`src/design/debug_mon_pkg.sv`:
```
// ------------------------------------------------------------------
// Shared widths, RISC-V system instruction encodings and the
// enumerations for instruction kind, debug cause and monitor state
// ------------------------------------------------------------------
`default_nettype none

package debug_mon_pkg;

  // PC, instruction and halt address width
  localparam int XLEN = 32;

  // ------------------------------------------------------------------
  // Instruction encodings
  // ------------------------------------------------------------------
  // c.ebreak arrives expanded to this same encoding, with the compressed flag set
  localparam logic [31:0] INSTR_EBREAK = 32'h0010_0073;
  localparam logic [31:0] INSTR_WFI    = 32'h1050_0073;
  localparam logic [31:0] INSTR_DRET   = 32'h7B20_0073;

  // ------------------------------------------------------------------
  // Enumerations
  // ------------------------------------------------------------------
  // Kind of the instruction at decode
  typedef enum logic [2:0] {
    KIND_OTHER   = 3'd0,
    KIND_EBREAK  = 3'd1,
    KIND_CEBREAK = 3'd2,
    KIND_WFI     = 3'd3,
    KIND_DRET    = 3'd4
  } instr_kind_e;

  // Values follow the dcsr.cause field
  typedef enum logic [2:0] {
    CAUSE_NONE    = 3'd0,
    CAUSE_EBREAK  = 3'd1,
    CAUSE_TRIGGER = 3'd2,
    CAUSE_HALTREQ = 3'd3,
    CAUSE_STEP    = 3'd4
  } dbg_cause_e;

  // Monitor state
  typedef enum logic [1:0] {
    ST_RUN   = 2'd0,
    ST_SLEEP = 2'd1,
    ST_DEBUG = 2'd2
  } mon_state_e;

endpackage : debug_mon_pkg

`default_nettype wire

```
`src/design/debug_cause_arb.sv`:
```
// ------------------------------------------------------------------
// Instruction classifier and fixed-priority debug cause selection,
// with the first-after-wake suppression flag
// ------------------------------------------------------------------
`timescale 1ns/10ps
`default_nettype none

module debug_cause_arb
  import debug_mon_pkg::*;
(
  input  wire logic            cov_assert_if,
  input  wire logic            rst_i,
  input  wire logic            accept_i,
  input  wire logic            run_i,
  input  wire logic            woke_i,
  input  wire logic [XLEN-1:0] instr_data_i,
  input  wire logic [XLEN-1:0] instr_pc_i,
  input  wire logic            instr_compressed_i,
  input  wire logic            debug_req_i,
  input  wire logic            ebreakm_i,
  input  wire logic            step_i,
  input  wire logic            trigger_en_i,
  input  wire logic [XLEN-1:0] trigger_addr_i,
  output instr_kind_e          kind_o,
  output dbg_cause_e           cause_o
);

  logic is_ebreak;
  logic trigger_hit;
  logic first_after_wake_q;

  // ------------------------------------------------------------------
  // Decode
  // ------------------------------------------------------------------
  assign is_ebreak   = (instr_data_i == INSTR_EBREAK);
  assign trigger_hit = trigger_en_i && (instr_pc_i == trigger_addr_i);

  always_comb begin
    if (is_ebreak) begin
      kind_o = instr_compressed_i ? KIND_CEBREAK : KIND_EBREAK;
    end else if (instr_data_i == INSTR_WFI) begin
      kind_o = KIND_WFI;
    end else if (instr_data_i == INSTR_DRET) begin
      kind_o = KIND_DRET;
    end else begin
      kind_o = KIND_OTHER;
    end
  end

  // ------------------------------------------------------------------
  // First instruction after an irq wake
  // ------------------------------------------------------------------
  always_ff @(posedge cov_assert_if) begin
    if (rst_i) begin
      first_after_wake_q <= 1'b0;
    end else if (woke_i) begin
      first_after_wake_q <= 1'b1;
    end else if (accept_i) begin
      first_after_wake_q <= 1'b0;
    end
  end

  // Priority: trigger, ebreak with ebreakm, halt request, step
  always_comb begin
    cause_o = CAUSE_NONE;
    if (accept_i && run_i) begin
      if (trigger_hit && !first_after_wake_q) begin
        cause_o = CAUSE_TRIGGER;
      end else if (is_ebreak && ebreakm_i && !first_after_wake_q) begin
        cause_o = CAUSE_EBREAK;
      end else if (debug_req_i) begin
        cause_o = CAUSE_HALTREQ;
      end else if (step_i) begin
        cause_o = CAUSE_STEP;
      end
    end
  end

endmodule : debug_cause_arb

`default_nettype wire

```
`src/design/debug_ctrl_fsm.sv`:
```
// ------------------------------------------------------------------
// Run / sleep / debug state machine with handshake ready, retire,
// dpc capture strobe and PC redirect generation
// ------------------------------------------------------------------
`timescale 1ns/10ps
`default_nettype none

module debug_ctrl_fsm
  import debug_mon_pkg::*;
(
  input  wire logic            cov_assert_if,
  input  wire logic            rst_i,
  input  wire logic            instr_valid_i,
  input  wire logic [XLEN-1:0] instr_pc_i,
  input  wire logic            instr_compressed_i,
  input  instr_kind_e          kind_i,
  input  dbg_cause_e           cause_i,
  input  wire logic            debug_req_i,
  input  wire logic            irq_pending_i,
  input  wire logic [XLEN-1:0] dpc_i,
  input  wire logic [XLEN-1:0] halt_addr_i,
  output logic                 instr_ready_o,
  output logic                 accept_o,
  output logic                 run_o,
  output logic                 woke_o,
  output logic                 capture_o,
  output dbg_cause_e           capture_cause_o,
  output logic [XLEN-1:0]      capture_pc_o,
  output logic                 retire_o,
  output logic                 sleep_o,
  output logic                 debug_mode_o,
  output logic                 redirect_valid_o,
  output logic [XLEN-1:0]      redirect_pc_o
);

  mon_state_e      state_q;
  mon_state_e      state_d;
  logic [XLEN-1:0] wfi_pc_q;
  logic [XLEN-1:0] next_pc;
  logic            redirect_set;
  logic            redirect_to_dpc;
  logic            redirect_dpc_q;

  assign instr_ready_o = (state_q != ST_SLEEP);
  assign accept_o      = instr_valid_i && instr_ready_o;
  assign run_o         = (state_q == ST_RUN);
  assign sleep_o       = (state_q == ST_SLEEP);
  assign debug_mode_o  = (state_q == ST_DEBUG);
  // Debug request outranks the interrupt while asleep
  assign woke_o        = sleep_o && irq_pending_i && !debug_req_i;
  assign next_pc       = instr_pc_i + (instr_compressed_i ? XLEN'(2) : XLEN'(4));

  // ------------------------------------------------------------------
  // Next state and strobes
  // ------------------------------------------------------------------
  always_comb begin
    state_d         = state_q;
    capture_o       = 1'b0;
    capture_cause_o = CAUSE_NONE;
    capture_pc_o    = instr_pc_i;
    retire_o        = 1'b0;
    redirect_set    = 1'b0;
    redirect_to_dpc = 1'b0;
    case (state_q)
      ST_RUN: begin
        if (accept_o && (cause_i != CAUSE_NONE)) begin
          state_d         = ST_DEBUG;
          capture_o       = 1'b1;
          capture_cause_o = cause_i;
          redirect_set    = 1'b1;
          // Stepped instruction completes, dpc points past it
          if (cause_i == CAUSE_STEP) begin
            capture_pc_o = next_pc;
            retire_o     = 1'b1;
          end
        end else if (accept_o) begin
          retire_o = 1'b1;
          if (kind_i == KIND_WFI) begin
            state_d = ST_SLEEP;
          end
        end
      end
      ST_SLEEP: begin
        if (debug_req_i) begin
          state_d         = ST_DEBUG;
          capture_o       = 1'b1;
          capture_cause_o = CAUSE_HALTREQ;
          capture_pc_o    = wfi_pc_q + XLEN'(4);
          redirect_set    = 1'b1;
        end else if (irq_pending_i) begin
          state_d = ST_RUN;
        end
      end
      ST_DEBUG: begin
        if (accept_o) begin
          if ((kind_i == KIND_EBREAK) || (kind_i == KIND_CEBREAK)) begin
            // Restart at the halt address, dpc and cause untouched
            redirect_set = 1'b1;
          end else if (kind_i == KIND_DRET) begin
            state_d         = ST_RUN;
            redirect_set    = 1'b1;
            redirect_to_dpc = 1'b1;
            retire_o        = 1'b1;
          end else begin
            retire_o = 1'b1;
          end
        end
      end
      default: state_d = ST_RUN;
    endcase
  end

  // ------------------------------------------------------------------
  // Registers
  // ------------------------------------------------------------------
  always_ff @(posedge cov_assert_if) begin
    if (rst_i) begin
      state_q          <= ST_RUN;
      redirect_valid_o <= 1'b0;
      redirect_dpc_q   <= 1'b0;
    end else begin
      state_q          <= state_d;
      redirect_valid_o <= redirect_set;
      redirect_dpc_q   <= redirect_to_dpc;
    end
  end

  // PC of the wfi that put the monitor to sleep
  always_ff @(posedge cov_assert_if) begin
    if (run_o && (state_d == ST_SLEEP)) begin
      wfi_pc_q <= instr_pc_i;
    end
  end

  assign redirect_pc_o = redirect_dpc_q ? dpc_i : halt_addr_i;

endmodule : debug_ctrl_fsm

`default_nettype wire

```
`src/design/debug_pc_capture.sv`:
```
// ------------------------------------------------------------------
// Debug PC, debug cause and aligned halt address registers
// ------------------------------------------------------------------
`timescale 1ns/10ps
`default_nettype none

module debug_pc_capture
  import debug_mon_pkg::*;
(
  input  wire logic            cov_assert_if,
  input  wire logic            rst_i,
  input  wire logic            capture_i,
  input  dbg_cause_e           capture_cause_i,
  input  wire logic [XLEN-1:0] capture_pc_i,
  input  wire logic [XLEN-1:0] dm_halt_addr_i,
  output logic [XLEN-1:0]      dpc_o,
  output dbg_cause_e           cause_o,
  output logic [XLEN-1:0]      halt_addr_o
);

  logic [XLEN-1:0] dpc_q;
  dbg_cause_e      cause_q;
  logic [XLEN-1:0] halt_addr_q;
  logic [XLEN-1:0] halt_addr_aligned;

  // Halt address is word aligned
  assign halt_addr_aligned = {dm_halt_addr_i[XLEN-1:2], 2'b00};

  // ------------------------------------------------------------------
  // dpc and cause
  // ------------------------------------------------------------------
  always_ff @(posedge cov_assert_if) begin
    if (rst_i) begin
      dpc_q   <= '0;
      cause_q <= CAUSE_NONE;
    end else if (capture_i) begin
      dpc_q   <= capture_pc_i;
      cause_q <= capture_cause_i;
    end
  end

  // ------------------------------------------------------------------
  // Halt address
  // ------------------------------------------------------------------
  // Sampled on entry only, so a change on dm_halt_addr_i during a
  // debug session does not move the ebreak restart target
  always_ff @(posedge cov_assert_if) begin
    if (capture_i) begin
      halt_addr_q <= halt_addr_aligned;
    end
  end

  assign dpc_o       = dpc_q;
  assign cause_o     = cause_q;
  assign halt_addr_o = halt_addr_q;

endmodule : debug_pc_capture

`default_nettype wire

```
`src/design/perf_counters.sv`:
```
// ------------------------------------------------------------------
// mcycle and minstret counters with per-counter inhibit
// ------------------------------------------------------------------
`timescale 1ns/10ps
`default_nettype none

module perf_counters #(
  parameter int CNT_W = 32
) (
  input  wire logic             cov_assert_if,
  input  wire logic             rst_i,
  input  wire logic             retire_i,
  input  wire logic             sleep_i,
  input  wire logic             mcycle_inhibit_i,
  input  wire logic             minstret_inhibit_i,
  output logic [CNT_W-1:0]      mcycle_o,
  output logic [CNT_W-1:0]      minstret_o
);

  logic [CNT_W-1:0] mcycle_q;
  logic [CNT_W-1:0] minstret_q;
  logic             mcycle_en;
  logic             minstret_en;

  // Clock does not advance mcycle while asleep
  assign mcycle_en   = !sleep_i && !mcycle_inhibit_i;
  assign minstret_en = retire_i && !minstret_inhibit_i;

  always_ff @(posedge cov_assert_if) begin
    if (rst_i) begin
      mcycle_q <= '0;
    end else if (mcycle_en) begin
      mcycle_q <= mcycle_q + CNT_W'(1);
    end
  end

  always_ff @(posedge cov_assert_if) begin
    if (rst_i) begin
      minstret_q <= '0;
    end else if (minstret_en) begin
      minstret_q <= minstret_q + CNT_W'(1);
    end
  end

  assign mcycle_o   = mcycle_q;
  assign minstret_o = minstret_q;

endmodule : perf_counters

`default_nettype wire

```
`src/design/debug_monitor_top.sv`:
```
// ------------------------------------------------------------------
// Debug-entry monitor top level: cause arbiter, control FSM,
// dpc capture and performance counters
// ------------------------------------------------------------------
`timescale 1ns/10ps
`default_nettype none

module debug_monitor_top
  import debug_mon_pkg::*;
#(
  parameter int CNT_W = 64
) (
  input  wire logic            cov_assert_if,
  input  wire logic            rst_i,
  // Decode handshake
  input  wire logic            instr_valid_i,
  input  wire logic [XLEN-1:0] instr_data_i,
  input  wire logic [XLEN-1:0] instr_pc_i,
  input  wire logic            instr_compressed_i,
  output logic                 instr_ready_o,
  // Debug and trigger controls
  input  wire logic            debug_req_i,
  input  wire logic            ebreakm_i,
  input  wire logic            step_i,
  input  wire logic            trigger_en_i,
  input  wire logic [XLEN-1:0] trigger_addr_i,
  input  wire logic [XLEN-1:0] dm_halt_addr_i,
  input  wire logic            irq_pending_i,
  input  wire logic            mcycle_inhibit_i,
  input  wire logic            minstret_inhibit_i,
  // Status
  output logic                 debug_mode_o,
  output logic                 sleep_o,
  output logic [XLEN-1:0]      dpc_o,
  output dbg_cause_e           cause_o,
  output logic                 redirect_valid_o,
  output logic [XLEN-1:0]      redirect_pc_o,
  output logic [CNT_W-1:0]     mcycle_o,
  output logic [CNT_W-1:0]     minstret_o
);

  instr_kind_e     kind;
  dbg_cause_e      sel_cause;
  dbg_cause_e      capture_cause;
  logic [XLEN-1:0] capture_pc;
  logic [XLEN-1:0] halt_addr;
  logic            accept;
  logic            run;
  logic            woke;
  logic            capture;
  logic            retire;

  debug_cause_arb u_cause_arb (
    .cov_assert_if      (cov_assert_if),
    .rst_i              (rst_i),
    .accept_i           (accept),
    .run_i              (run),
    .woke_i             (woke),
    .instr_data_i       (instr_data_i),
    .instr_pc_i         (instr_pc_i),
    .instr_compressed_i (instr_compressed_i),
    .debug_req_i        (debug_req_i),
    .ebreakm_i          (ebreakm_i),
    .step_i             (step_i),
    .trigger_en_i       (trigger_en_i),
    .trigger_addr_i     (trigger_addr_i),
    .kind_o             (kind),
    .cause_o            (sel_cause)
  );

  debug_ctrl_fsm u_ctrl_fsm (
    .cov_assert_if      (cov_assert_if),
    .rst_i              (rst_i),
    .instr_valid_i      (instr_valid_i),
    .instr_pc_i         (instr_pc_i),
    .instr_compressed_i (instr_compressed_i),
    .kind_i             (kind),
    .cause_i            (sel_cause),
    .debug_req_i        (debug_req_i),
    .irq_pending_i      (irq_pending_i),
    .dpc_i              (dpc_o),
    .halt_addr_i        (halt_addr),
    .instr_ready_o      (instr_ready_o),
    .accept_o           (accept),
    .run_o              (run),
    .woke_o             (woke),
    .capture_o          (capture),
    .capture_cause_o    (capture_cause),
    .capture_pc_o       (capture_pc),
    .retire_o           (retire),
    .sleep_o            (sleep_o),
    .debug_mode_o       (debug_mode_o),
    .redirect_valid_o   (redirect_valid_o),
    .redirect_pc_o      (redirect_pc_o)
  );

  debug_pc_capture u_pc_capture (
    .cov_assert_if   (cov_assert_if),
    .rst_i           (rst_i),
    .capture_i       (capture),
    .capture_cause_i (capture_cause),
    .capture_pc_i    (capture_pc),
    .dm_halt_addr_i  (dm_halt_addr_i),
    .dpc_o           (dpc_o),
    .cause_o         (cause_o),
    .halt_addr_o     (halt_addr)
  );

  perf_counters #(
    .CNT_W (CNT_W)
  ) u_perf_counters (
    .cov_assert_if      (cov_assert_if),
    .rst_i              (rst_i),
    .retire_i           (retire),
    .sleep_i            (sleep_o),
    .mcycle_inhibit_i   (mcycle_inhibit_i),
    .minstret_inhibit_i (minstret_inhibit_i),
    .mcycle_o           (mcycle_o),
    .minstret_o         (minstret_o)
  );

endmodule : debug_monitor_top

`default_nettype wire

```
`config.mk`:
```
export PLATFORM = sky130hd
export DESIGN_NAME = debug_monitor_top
export DESIGN_NICKNAME = d
export VERILOG_FILES = /design/src/design/debug_mon_pkg.sv /design/src/design/debug_cause_arb.sv /design/src/design/debug_ctrl_fsm.sv /design/src/design/debug_pc_capture.sv /design/src/design/perf_counters.sv /design/src/design/debug_monitor_top.sv
export SDC_FILE = /design/constraint.sdc
export NUM_CORES = 1
export LEC_CHECK = 0
export ABC_CLOCK_PERIOD_IN_PS = 3600
export BUFFER_PORTS_ARGS = -buffer_cell sky130_fd_sc_hd__buf_2
export CORE_MARGIN = 4
export CORE_UTILIZATION = 40
export CTS_CLUSTER_SIZE = 8
export DETAILED_ROUTE_END_ITERATION = 8
export GPL_ROUTABILITY_DRIVEN = 0
export GPL_TIMING_DRIVEN = 0
export SLEW_MARGIN = 20
export SYNTH_ARGS = -nofsm -noshare
export SYNTH_HDL_FRONTEND = slang
export SYNTH_SLANG_ARGS = --single-unit
```
`constraint.sdc`:
```
create_clock -name cov_assert_if -period 3.6 [get_ports cov_assert_if]
set_clock_uncertainty 0.2 [all_clocks]
set_input_delay 0.18 -clock cov_assert_if [delete_from_list [all_inputs] [get_ports cov_assert_if]]
set_output_delay 0.18 -clock cov_assert_if [all_outputs]
set_load 0.05 [all_outputs]
```
==> impl_metrics.json, run 1 <==
{
  "grt_pass1_vias": 12000,
  "status": "finished clean",
  "final_cell_area_sq_um": 16400,
  "synth_top_area_share_pct": 27.0,
  "wl_per_cell_um": 20.6,
  "root_buffer": "clkbuf_16",
  "final_core_util_pct": 53.4,
  "yosysWarnings": 0,
  "synth-edff-count": 62,
  "slowest_stage": "dlygate4sd3_1",
  "wl_um": 46400,
  "track_usage_pct": 25.7,
  "overflow": 0,
  "syn_area_per_cell_sq_um": 8.94,
  "io_buffers": 334,
  "max_slew_margin_pct": 25.5,
  "pwr-share-comb_pct": 14.2,
  "synth_seq_cells": 230,
  "synth_largest_area_cell": "dfxtp_1",
  "drv_cap": 0,
  "hp-class": "in -> reg",
  "crit_end": "u_pc_capture.dpc_o[13]",
  "setup_tns_ns": 0,
  "critical_path.cell_chain": "dlygate4sd3_1 > buf_2 > buf_2 > xnor2_1 > nand4b_1 > nor4bb_2 > and4_1 > buf_2 > buf_4 > o31a_1 > buf_2 > buf_4 > nor3_1 > a311oi_1",
  "yosys-top-cells-count": "dfxtp_1, nor2_1, nand2_1",
  "vdd_drop_max_mv": 0.216,
  "multi_input_area_sq_um": 6820,
  "finalPower_mw": 6.63,
  "endpoint_kind": "flop",
  "netSwitchingFraction_pct": 27.9,
  "drt_iter0_markers": 1013,
  "dpl_worst_slack_ns": -0.968,
  "finalMaxSlewViolations": 0,
  "cp.required_ns": 3.80,
  "fmax_mhz": 289,
  "tightest_slew_ns": 1.11,
  "synth_area_leaders": "dfxtp_1, edfxtp_1, xnor2_1, nor2_1, nand2_1",
  "crit_path_max_fanout": 10,
  "drcViolationCount": 0,
  "fp.dieH_um": 185,
  "clock_path_buffers": 3,
  "power_density_nw_per_um2": 405,
  "p_leak_nw": 6.19,
  "start_kind": "primary input",
  "htree_levels": 2,
  "timing.rr.end": "u_perf_counters.minstret_o[12]",
  "seqCellArea_sq_um": 5230,
  "fin_cells": 2253,
  "r2r_setup_slack_ns": 0.23,
  "critPathArrivalTime_ns": 3.67,
  "seq_area_frac_synth_pct": 41.9,
  "min_period_ns": 3.46,
  "rsz0062_at_grt": "false",
  "place_area_sq_um": 14700,
  "finalNetCount": 1983,
  "drtAntennaViolNets": 0,
  "insertion_delay_ns": 0.51,
  "synthesis.nets": 1540,
  "io_pins": 338,
  "layout-drive-gt1-share_pct": 25.2,
  "fin_ws_ns": 0.139,
  "finalCritPeriodShare_pct": 96.1,
  "power_frac_seq_pct": 42.0,
  "dieArea_sq_um": 34100,
  "cpMostUsedCell": "buf_2",
  "dr.pass1.iters": 6,
  "core-area_sq_um": 30700,
  "cts_made_buffers": 34,
  "critPathLaunch": "instr_pc_i[6]",
  "vias": 13000,
  "die_w_um": 185,
  "syn2layout_area_growth_pct": 31.4,
  "power.switching_mw": 1.85,
  "reg2reg_depth": 10,
  "yosysMostFrequentCell": "dfxtp_1",
  "dpl.hpwl_um": 34000,
  "clk_pin_slew_ns": 0.05,
  "place_inst": 2126,
  "rows": 64,
  "fin_hold_ws_ns": 0.0455,
  "synthArstFlopShare_pct": 0,
  "synthDistinctLibCells": 80,
  "antenna_found_initial": 3,
  "fillers": 2928,
  "regToRegStartpoint": "u_ctrl_fsm.state_q[1]",
  "grt_pass1_wl_um": 68700,
  "clock_sinks": 230,
  "critPathKind": "in -> reg",
  "final_hold_viol_count": 0,
  "power_frac_clock_pct": 43.8,
  "cts_tree": "built",
  "ys.flop_type": "dfxtp_1",
  "start_util_pct": 40.6,
  "vias_per_cell": 5.76,
  "intPower_mw": 4.78,
  "netlist_area_sq_um": 12500,
  "syn_inst": 1395,
  "setup_violations": 0,
  "slowest_delay_ns": 0.55,
  "grt_max_degree": 40
}
cell usage in the layout (no fill, tap or decap), types with 15 or more instances in the layout:
cell / Yosys / routed
and2_1: 15 / 15
or4_1: 26 / 26
and4_1: 23 / 23
nor4_1: 24 / 23
o31ai_1: 21 / 21
xnor2_1: 77 / 77
clkbuf_16: 0 / 34
and3_1: 23 / 22
a21oi_1: 84 / 84
clkbuf_1: 55 / 69
or3_1: 47 / 47
nand3_1: 62 / 62
o21ai_0: 52 / 52
dfxtp_1: 168 / 168
dlygate4sd3_1: 0 / 70
mux2_2: 36 / 36
buf_2: 13 / 345
nor2_1: 125 / 125
nor3_1: 43 / 43
nand2_1: 115 / 115
inv_1: 41 / 41
a311oi_1: 22 / 22
xor2_1: 41 / 41
edfxtp_1: 62 / 62
nand4_1: 56 / 56
layout make-up:
| class | count | share of cell area [%] |
|---|---|---|
| Antenna cell | 2 | 0.0306 |
| Buffer | 73 | 1.96 |
| Clock buffer | 50 | 5.56 |
| Clock inverter | 3 | 0.206 |
| Inverter | 43 | 0.985 |
| Multi-Input combinational cell | 1049 | 41.6 |
| Sequential cell | 230 | 31.9 |
| Tap cell | 396 | 3.02 |
| Timing Repair Buffer | 407 | 14.7 |
kinds of logic (layout without fill, tap and decap cells):
family                     Yosys count  count (layout)  share of synthesized area, %
other                                0               2                             0
xor gates and xnor gates           118             118                          8.29
buffers and inverters              116             576                          3.71
muxes                               44              44                          3.92
adders and majority gates            6               6                         0.662
DFF                                230             230                          41.9
AOI/OAI and AO/OA                  269             269                          15.0
and+or+nand+nor                    612             612                          26.5
how the worst min path moves through the flow:
stage          cells past startpoint                             end               start
6_report                           3  u_perf_counters.minstret_o[63]               rst_i
5_1_grt                            4           u_pc_capture.dpc_o[2]  instr_compressed_i
4_1_cts                            4           u_pc_capture.dpc_o[2]  instr_compressed_i
3_5_place_dp                       1     u_pc_capture.halt_addr_o[2]   dm_halt_addr_i[2]
3_3_place_gp                       1    u_pc_capture.halt_addr_o[13]  dm_halt_addr_i[13]
2_1_floorplan                      0          u_ctrl_fsm.wfi_pc_q[0]       instr_pc_i[0]
state kept, by name, summed over array words and instances, names as in the netlist:
signal and count:
u_ctrl_fsm.state_q 2, u_ctrl_fsm.wfi_pc_q 32, u_pc_capture.dpc_o 32, u_ctrl_fsm.redirect_valid_o 1, u_perf_counters.mcycle_o 64, u_pc_capture.cause_o 3, u_perf_counters.minstret_o 64, u_ctrl_fsm.redirect_dpc_q 1
u_pc_capture.halt_addr_o 30, u_cause_arb.first_after_wake_q 1
metal layers:
layer	global-route usage [%]	vias to the layer above	wire [um]
met5	0	-	14
met4	8.52	2	1440
met3	7.40	96	4550
met2	41.2	573	21400
met1	33.4	6198	19000
li1	-	6098	-
critical path: cells and delay by family:
kind            cells  cell delay [ns]
simple gates        4             0.78
compound gates      2             0.48
xor+xnor            1             0.20
buf+inv             7             2.00
power by group through the flow:
stage / combinational [mW] / clock, mW / sequential, mW
after detailed placement: 0.861 / 0 / 2.83
after CTS: 0.928 / 2.97 / 2.78
after global routing: 0.995 / 3.09 / 2.79
final: 0.941 / 2.91 / 2.78
after floorplan: 0.405 / 0 / 2.96
after global placement: 0.854 / 0 / 2.83
timing repair:
| action | CTS | global route |
|---|---|---|
| pin swaps | 0 | 2 |
| setup buffers | 0 | 2 |
| hold endpoints to repair | 99 | 0 |
| resized for setup | 7 | 8 |
| hold buffers | 70 | 0 |
| endpoints found under the setup margin | 62 | 79 |
| cloned | 0 | 0 |
(Power assumes the default switching activity.)
==> run 2, diff against run 1 <==
- ABC_CLOCK_PERIOD_IN_PS: 3600 -> not set
- PLACE_DENSITY: not set -> 0.65
- REMOVE_ABC_BUFFERS: not set -> 1
==> impl_metrics.json, run 2 (synthesized netlist as in run 1, its figures left out) <==
{
  "status": "finished clean",
  "fmax_mhz": 287,
  "drtAntennaViolNets": 0,
  "antenna_found_initial": 4,
  "core-area_sq_um": 30700,
  "endpoint_kind": "flop",
  "crit_path_max_fanout": 51,
  "io_buffers": 335,
  "critPathTopFamily": "buffers and inverters",
  "max_slew_margin_pct": 34.9,
  "finalPower_mw": 6.68,
  "rsz0062_at_grt": "false",
  "cpMostUsedCell": "nor2_1",
  "drv_cap": 0,
  "htree_levels": 2,
  "grt_max_degree": 99,
  "p_leak_nw": 6.21,
  "critical_path.cell_chain": "dlygate4sd3_1 > buf_2 > xnor2_1 > nand4_1 > nor2_1 > and4_4 > o31a_4 > nor2_1 > bufinv_8",
  "drcViolationCount": 0,
  "fin_cells": 2194,
  "final_hold_viol_count": 0,
  "cts_tree": "built",
  "syn2layout_area_growth_pct": 31.9,
  "drt_iter0_markers": 907,
  "track_usage_pct": 23.3,
  "overflow": 0,
  "power_density_nw_per_um2": 406,
  "clock_path_buffers": 3,
  "cts_made_buffers": 34,
  "min_period_ns": 3.49,
  "dieArea_sq_um": 34100,
  "place_inst": 2061,
  "dr.pass1.iters": 6,
  "clk_pin_slew_ns": 0.06,
  "insertion_delay_ns": 0.51,
  "finalNetCount": 1924,
  "cp.required_ns": 3.54,
  "root_buffer": "clkbuf_16",
  "vias": 12700,
  "tightest_slew_ns": 0.976,
  "fp.dieH_um": 185,
  "dpl.hpwl_um": 29700,
  "vdd_drop_max_mv": 0.251,
  "setup_violations": 0,
  "start_util_pct": 40.6,
  "io_pins": 338,
  "cp.buffers_inverters": 3,
  "layout-drive-gt1-share_pct": 26.5,
  "fillers": 2839,
  "finalMaxSlewViolations": 0,
  "vias_per_cell": 5.79,
  "hp-class": "in -> reg",
  "final_common_cell": "buf_2",
  "rows": 64,
  "critPathArrivalTime_ns": 3.43,
  "slowest_delay_ns": 0.53,
  "wl_per_cell_um": 19.6,
  "die_w_um": 185,
  "grt_pass1_vias": 11900,
  "finalCritPeriodShare_pct": 96.8,
  "grt_pass1_wl_um": 64500,
  "slowest_stage": "dlygate4sd3_1",
  "layout_common_cells": "buf_2, dfxtp_1, nor2_1, nand2_1, a21oi_1",
  "wl_um": 43000,
  "clock_sinks": 230,
  "setup_tns_ns": 0,
  "start_kind": "primary input",
  "critPathKind": "in -> reg"
}
[run 2: cell count changes in the layout (fill, tap and decap cells not counted), sizes merged, moves of 2 or more]
cell,change
clkbuf,-54
diode,+2
dlygate4sd3,+2
inv,-3
buf,-8
[run 2: metrics by stage]
step                worst slack, ns  utilization (%)  area [sq um]  hold slack [ns]
floorplan                    -0.552                -         12200           0.0491
CTS                          0.0119             53.2         16300          0.00356
global route                 0.0236             53.6         16400           0.0244
detailed placement           -0.718             47.5         14600            0.159
global placement              -2.78             46.7         14300            0.157
finish                        0.114             53.6         16400           0.0138
[run 2: where the power goes]
group          internal [mW]  switching (mW)
logic                  0.303           0.612
clock network           1.85            1.13
registers               2.73          0.0502
[run 2: worst paths after layout]
kind / slack [ns] / end / startpoint / depth (start not counted)
hold reg to reg: 0.28 / u_perf_counters.mcycle_o[63] / u_perf_counters.mcycle_o[63] / 2
setup reg to reg: 0.19 / u_perf_counters.minstret_o[63] / u_ctrl_fsm.state_q[0] / 7
setup / recovery: 0.11 / u_pc_capture.halt_addr_o[23] / instr_pc_i[28] / 9
hold / removal: 0.01 / u_pc_capture.dpc_o[13] / instr_pc_i[13] / 5
[run 2: metal layers]
metal  global-route usage, %  vias to the layer above  share of wire, %
met1                    30.0                     6058                40
met3                    5.90                       93               9.2
li1                        -                     5987                 -
met5                       0                        -              0.12
met4                    7.42                        6               2.8
met2                    38.6                      551                48
[run 2: repair_timing]
action,in CTS,in global routing
setup endpoints to repair,66,90
hold endpoints to repair,123,0
resized for setup,5,14
hold buffers,72,0
setup buffers,2,2
gates cloned,0,2
pin swaps,1,6
[run 2: worst reg2reg max path: stages, from the launching register on]
cell and delay [ns]:
dfxtp_1 0.42, or3b_1 0.58, or4_4 0.51, o21a_2 0.18, o22a_4 0.29, a2111o_1 0.51, nor4_1 0.27, mux2_1 0.35
[run 2: final cells by class]
class,count,area [sq um],area share (%)
Sequential cell,230,5230,31.8
Tap cell,396,495,3.01
Clock buffer,51,978,5.95
Timing Repair Buffer,419,2600,15.8
Antenna cell,4,10.0,0.0609
Multi-Input combinational cell,1051,6960,42.3
Inverter,43,175,1.07
==> run 3, diff against run 2 <==
- RECOVER_POWER: not set -> 25
- SLEW_MARGIN: 20 -> 30
==> impl_metrics.json, run 3 (synthesized netlist as in run 1, its figures left out) <==
{
  "vdd_drop_max_mv": 0.240,
  "htree_levels": 2,
  "die_w_um": 185,
  "fin_cells": 2203,
  "timing.rr.end": "u_perf_counters.minstret_o[63]",
  "power_density_nw_per_um2": 407,
  "grt_pass1_wl_um": 64800,
  "critPathArrivalTime_ns": 3.49,
  "final_hold_viol_count": 0,
  "root_buffer": "clkbuf_16",
  "hold_path.startpoint": "instr_data_i[20]",
  "use_met1_pct": 30.0,
  "drt_iter0_markers": 868,
  "status": "finished clean",
  "final_common_cell": "buf_2",
  "critical_path.cell_chain": "dlygate4sd3_1 > buf_2 > nor4b_1 > nand4_1 > nor4_2 > o31a_4 > nor2_1 > inv_4 > buf_12",
  "fin_hold_ws_ns": 0.0347,
  "finalNetCount": 1933,
  "endpoint_kind": "flop",
  "track_usage_pct": 23.5,
  "seqCellArea_sq_um": 5230,
  "core-area_sq_um": 30700,
  "p_leak_nw": 5.92,
  "dpl.hpwl_um": 29700,
  "wl_per_cell_um": 19.4,
  "cp.required_ns": 3.59,
  "io_pins": 338,
  "slowest_delay_ns": 0.54,
  "fmax_mhz": 286,
  "slowest_stage": "dlygate4sd3_1",
  "rsz0062_at_grt": "false",
  "drv_cap": 0,
  "crit_path_max_fanout": 35,
  "min_period_ns": 3.50,
  "layout-drive-gt1-share_pct": 22.3,
  "rows": 64,
  "fp.dieH_um": 185,
  "syn2layout_area_growth_pct": 31.6,
  "grtUsageMet3_pct": 6.47,
  "wl_um": 42700,
  "hp-class": "in -> reg",
  "vias_per_cell": 5.75,
  "dr.pass1.iters": 6,
  "reg2reg_depth": 7,
  "grt_max_degree": 99,
  "fin_ws_ns": 0.0986,
  "tightest_slew_ns": 0.880,
  "max_slew_margin_pct": 41.4,
  "grt.busiest_layer": "met2",
  "clock_sinks": 230,
  "vias": 12700,
  "insertion_delay_ns": 0.50,
  "dieArea_sq_um": 34100,
  "start_util_pct": 40.6,
  "drtAntennaViolNets": 0,
  "io_buffers": 335,
  "hold_end": "u_ctrl_fsm.state_q[1]",
  "r2r_setup_slack_ns": 0.20,
  "critPathTopFamily": "simple AND/OR/NAND/NOR gates",
  "regToRegStartpoint": "u_ctrl_fsm.state_q[0]",
  "antenna_found_initial": 4,
  "min_path_cells": 5,
  "finalCritPeriodShare_pct": 97.3,
  "overflow": 0,
  "cts_made_buffers": 34,
  "drcViolationCount": 0,
  "grt_pass1_vias": 11900,
  "layout_common_cells": "buf_2, dfxtp_1, nor2_1, nand2_1, clkbuf_1",
  "finalMaxSlewViolations": 0,
  "start_kind": "primary input",
  "dpl_worst_slack_ns": -0.663,
  "grt.met2_usage_pct": 38.0,
  "cts_tree": "built",
  "setup_violations": 0,
  "fillers": 2895,
  "multi_input_area_sq_um": 6950,
  "place_inst": 2063,
  "clk_pin_slew_ns": 0.05,
  "critPathKind": "in -> reg",
  "clock_path_buffers": 3,
  "cp.buffers_inverters": 4
}
## run 3: report_power, final
part | internal [mW] | switching [mW]
Clock | 1.85 | 1.13
Sequential | 2.73 | 0.0512
Combinational | 0.295 | 0.612
Total | 4.88 | 1.79
## run 3: how the worst max path moves through the flow
stage	startpoint	to	slack (ns)	cells after the start
3_5_place_dp	instr_pc_i[16]	u_pc_capture.halt_addr_o[15]	-0.66	9
6_report	instr_data_i[25]	u_pc_capture.halt_addr_o[17]	0.1	9
4_1_cts	instr_pc_i[15]	u_pc_capture.halt_addr_o[7]	0.007	10
5_1_grt	instr_data_i[25]	u_pc_capture.dpc_o[9]	0.02	10
3_3_place_gp	instr_pc_i[16]	u_pc_capture.dpc_o[7]	-2.78	9
2_1_floorplan	u_cause_arb.first_after_wake_q	u_pc_capture.halt_addr_o[10]	-0.55	7
## run 3: what timing repair did
item,CTS,global route
pin swaps,2,4
gates resized for setup,6,8
setup buffers,2,10
gates cloned,1,0
endpoints found under the setup margin,68,75
endpoints found under the hold margin,123,0
hold buffers,72,0
## run 3: final cells by class
| class | instances | area share [%] |
|---|---|---|
| Antenna cell | 4 | 0.0610 |
| Tap cell | 396 | 3.02 |
| Timing Repair Buffer | 429 | 15.7 |
| Inverter | 43 | 0.999 |
| Sequential cell | 230 | 31.9 |
| Multi-Input combinational cell | 1050 | 42.4 |
| Clock buffer | 51 | 5.97 |
## run 3: routing by layer
layer | vias up | part of all wire (%)
li1 | 6001 | -
met1 | 6022 | 40
met2 | 549 | 47
met3 | 90 | 9.3
met4 | 4 | 3.1
met5 | - | 0.10
## run 3: metrics by stage
step | cell area, sq um | util, % | power, mW | setup TNS, ns
6_report | 16400 | 53.5 | 6.67 | 0
3_5_place_dp | 14600 | 47.6 | 3.68 | -31.83
5_1_grt | 16400 | 53.5 | 6.90 | 0
4_1_cts | 16400 | 53.3 | 6.73 | 0
3_3_place_gp | 14300 | 46.7 | 3.64 | -205.76
2_1_floorplan | 12200 | - | 3.33 | -27.23
## run 3: tightest hold or removal path, delay by kind of cell
kind	cells	cell delay (ns)
buffers and inverters	1	0.08
AOI/OAI and AO/OA	2	0.22
and+or+nand+nor	2	0.20
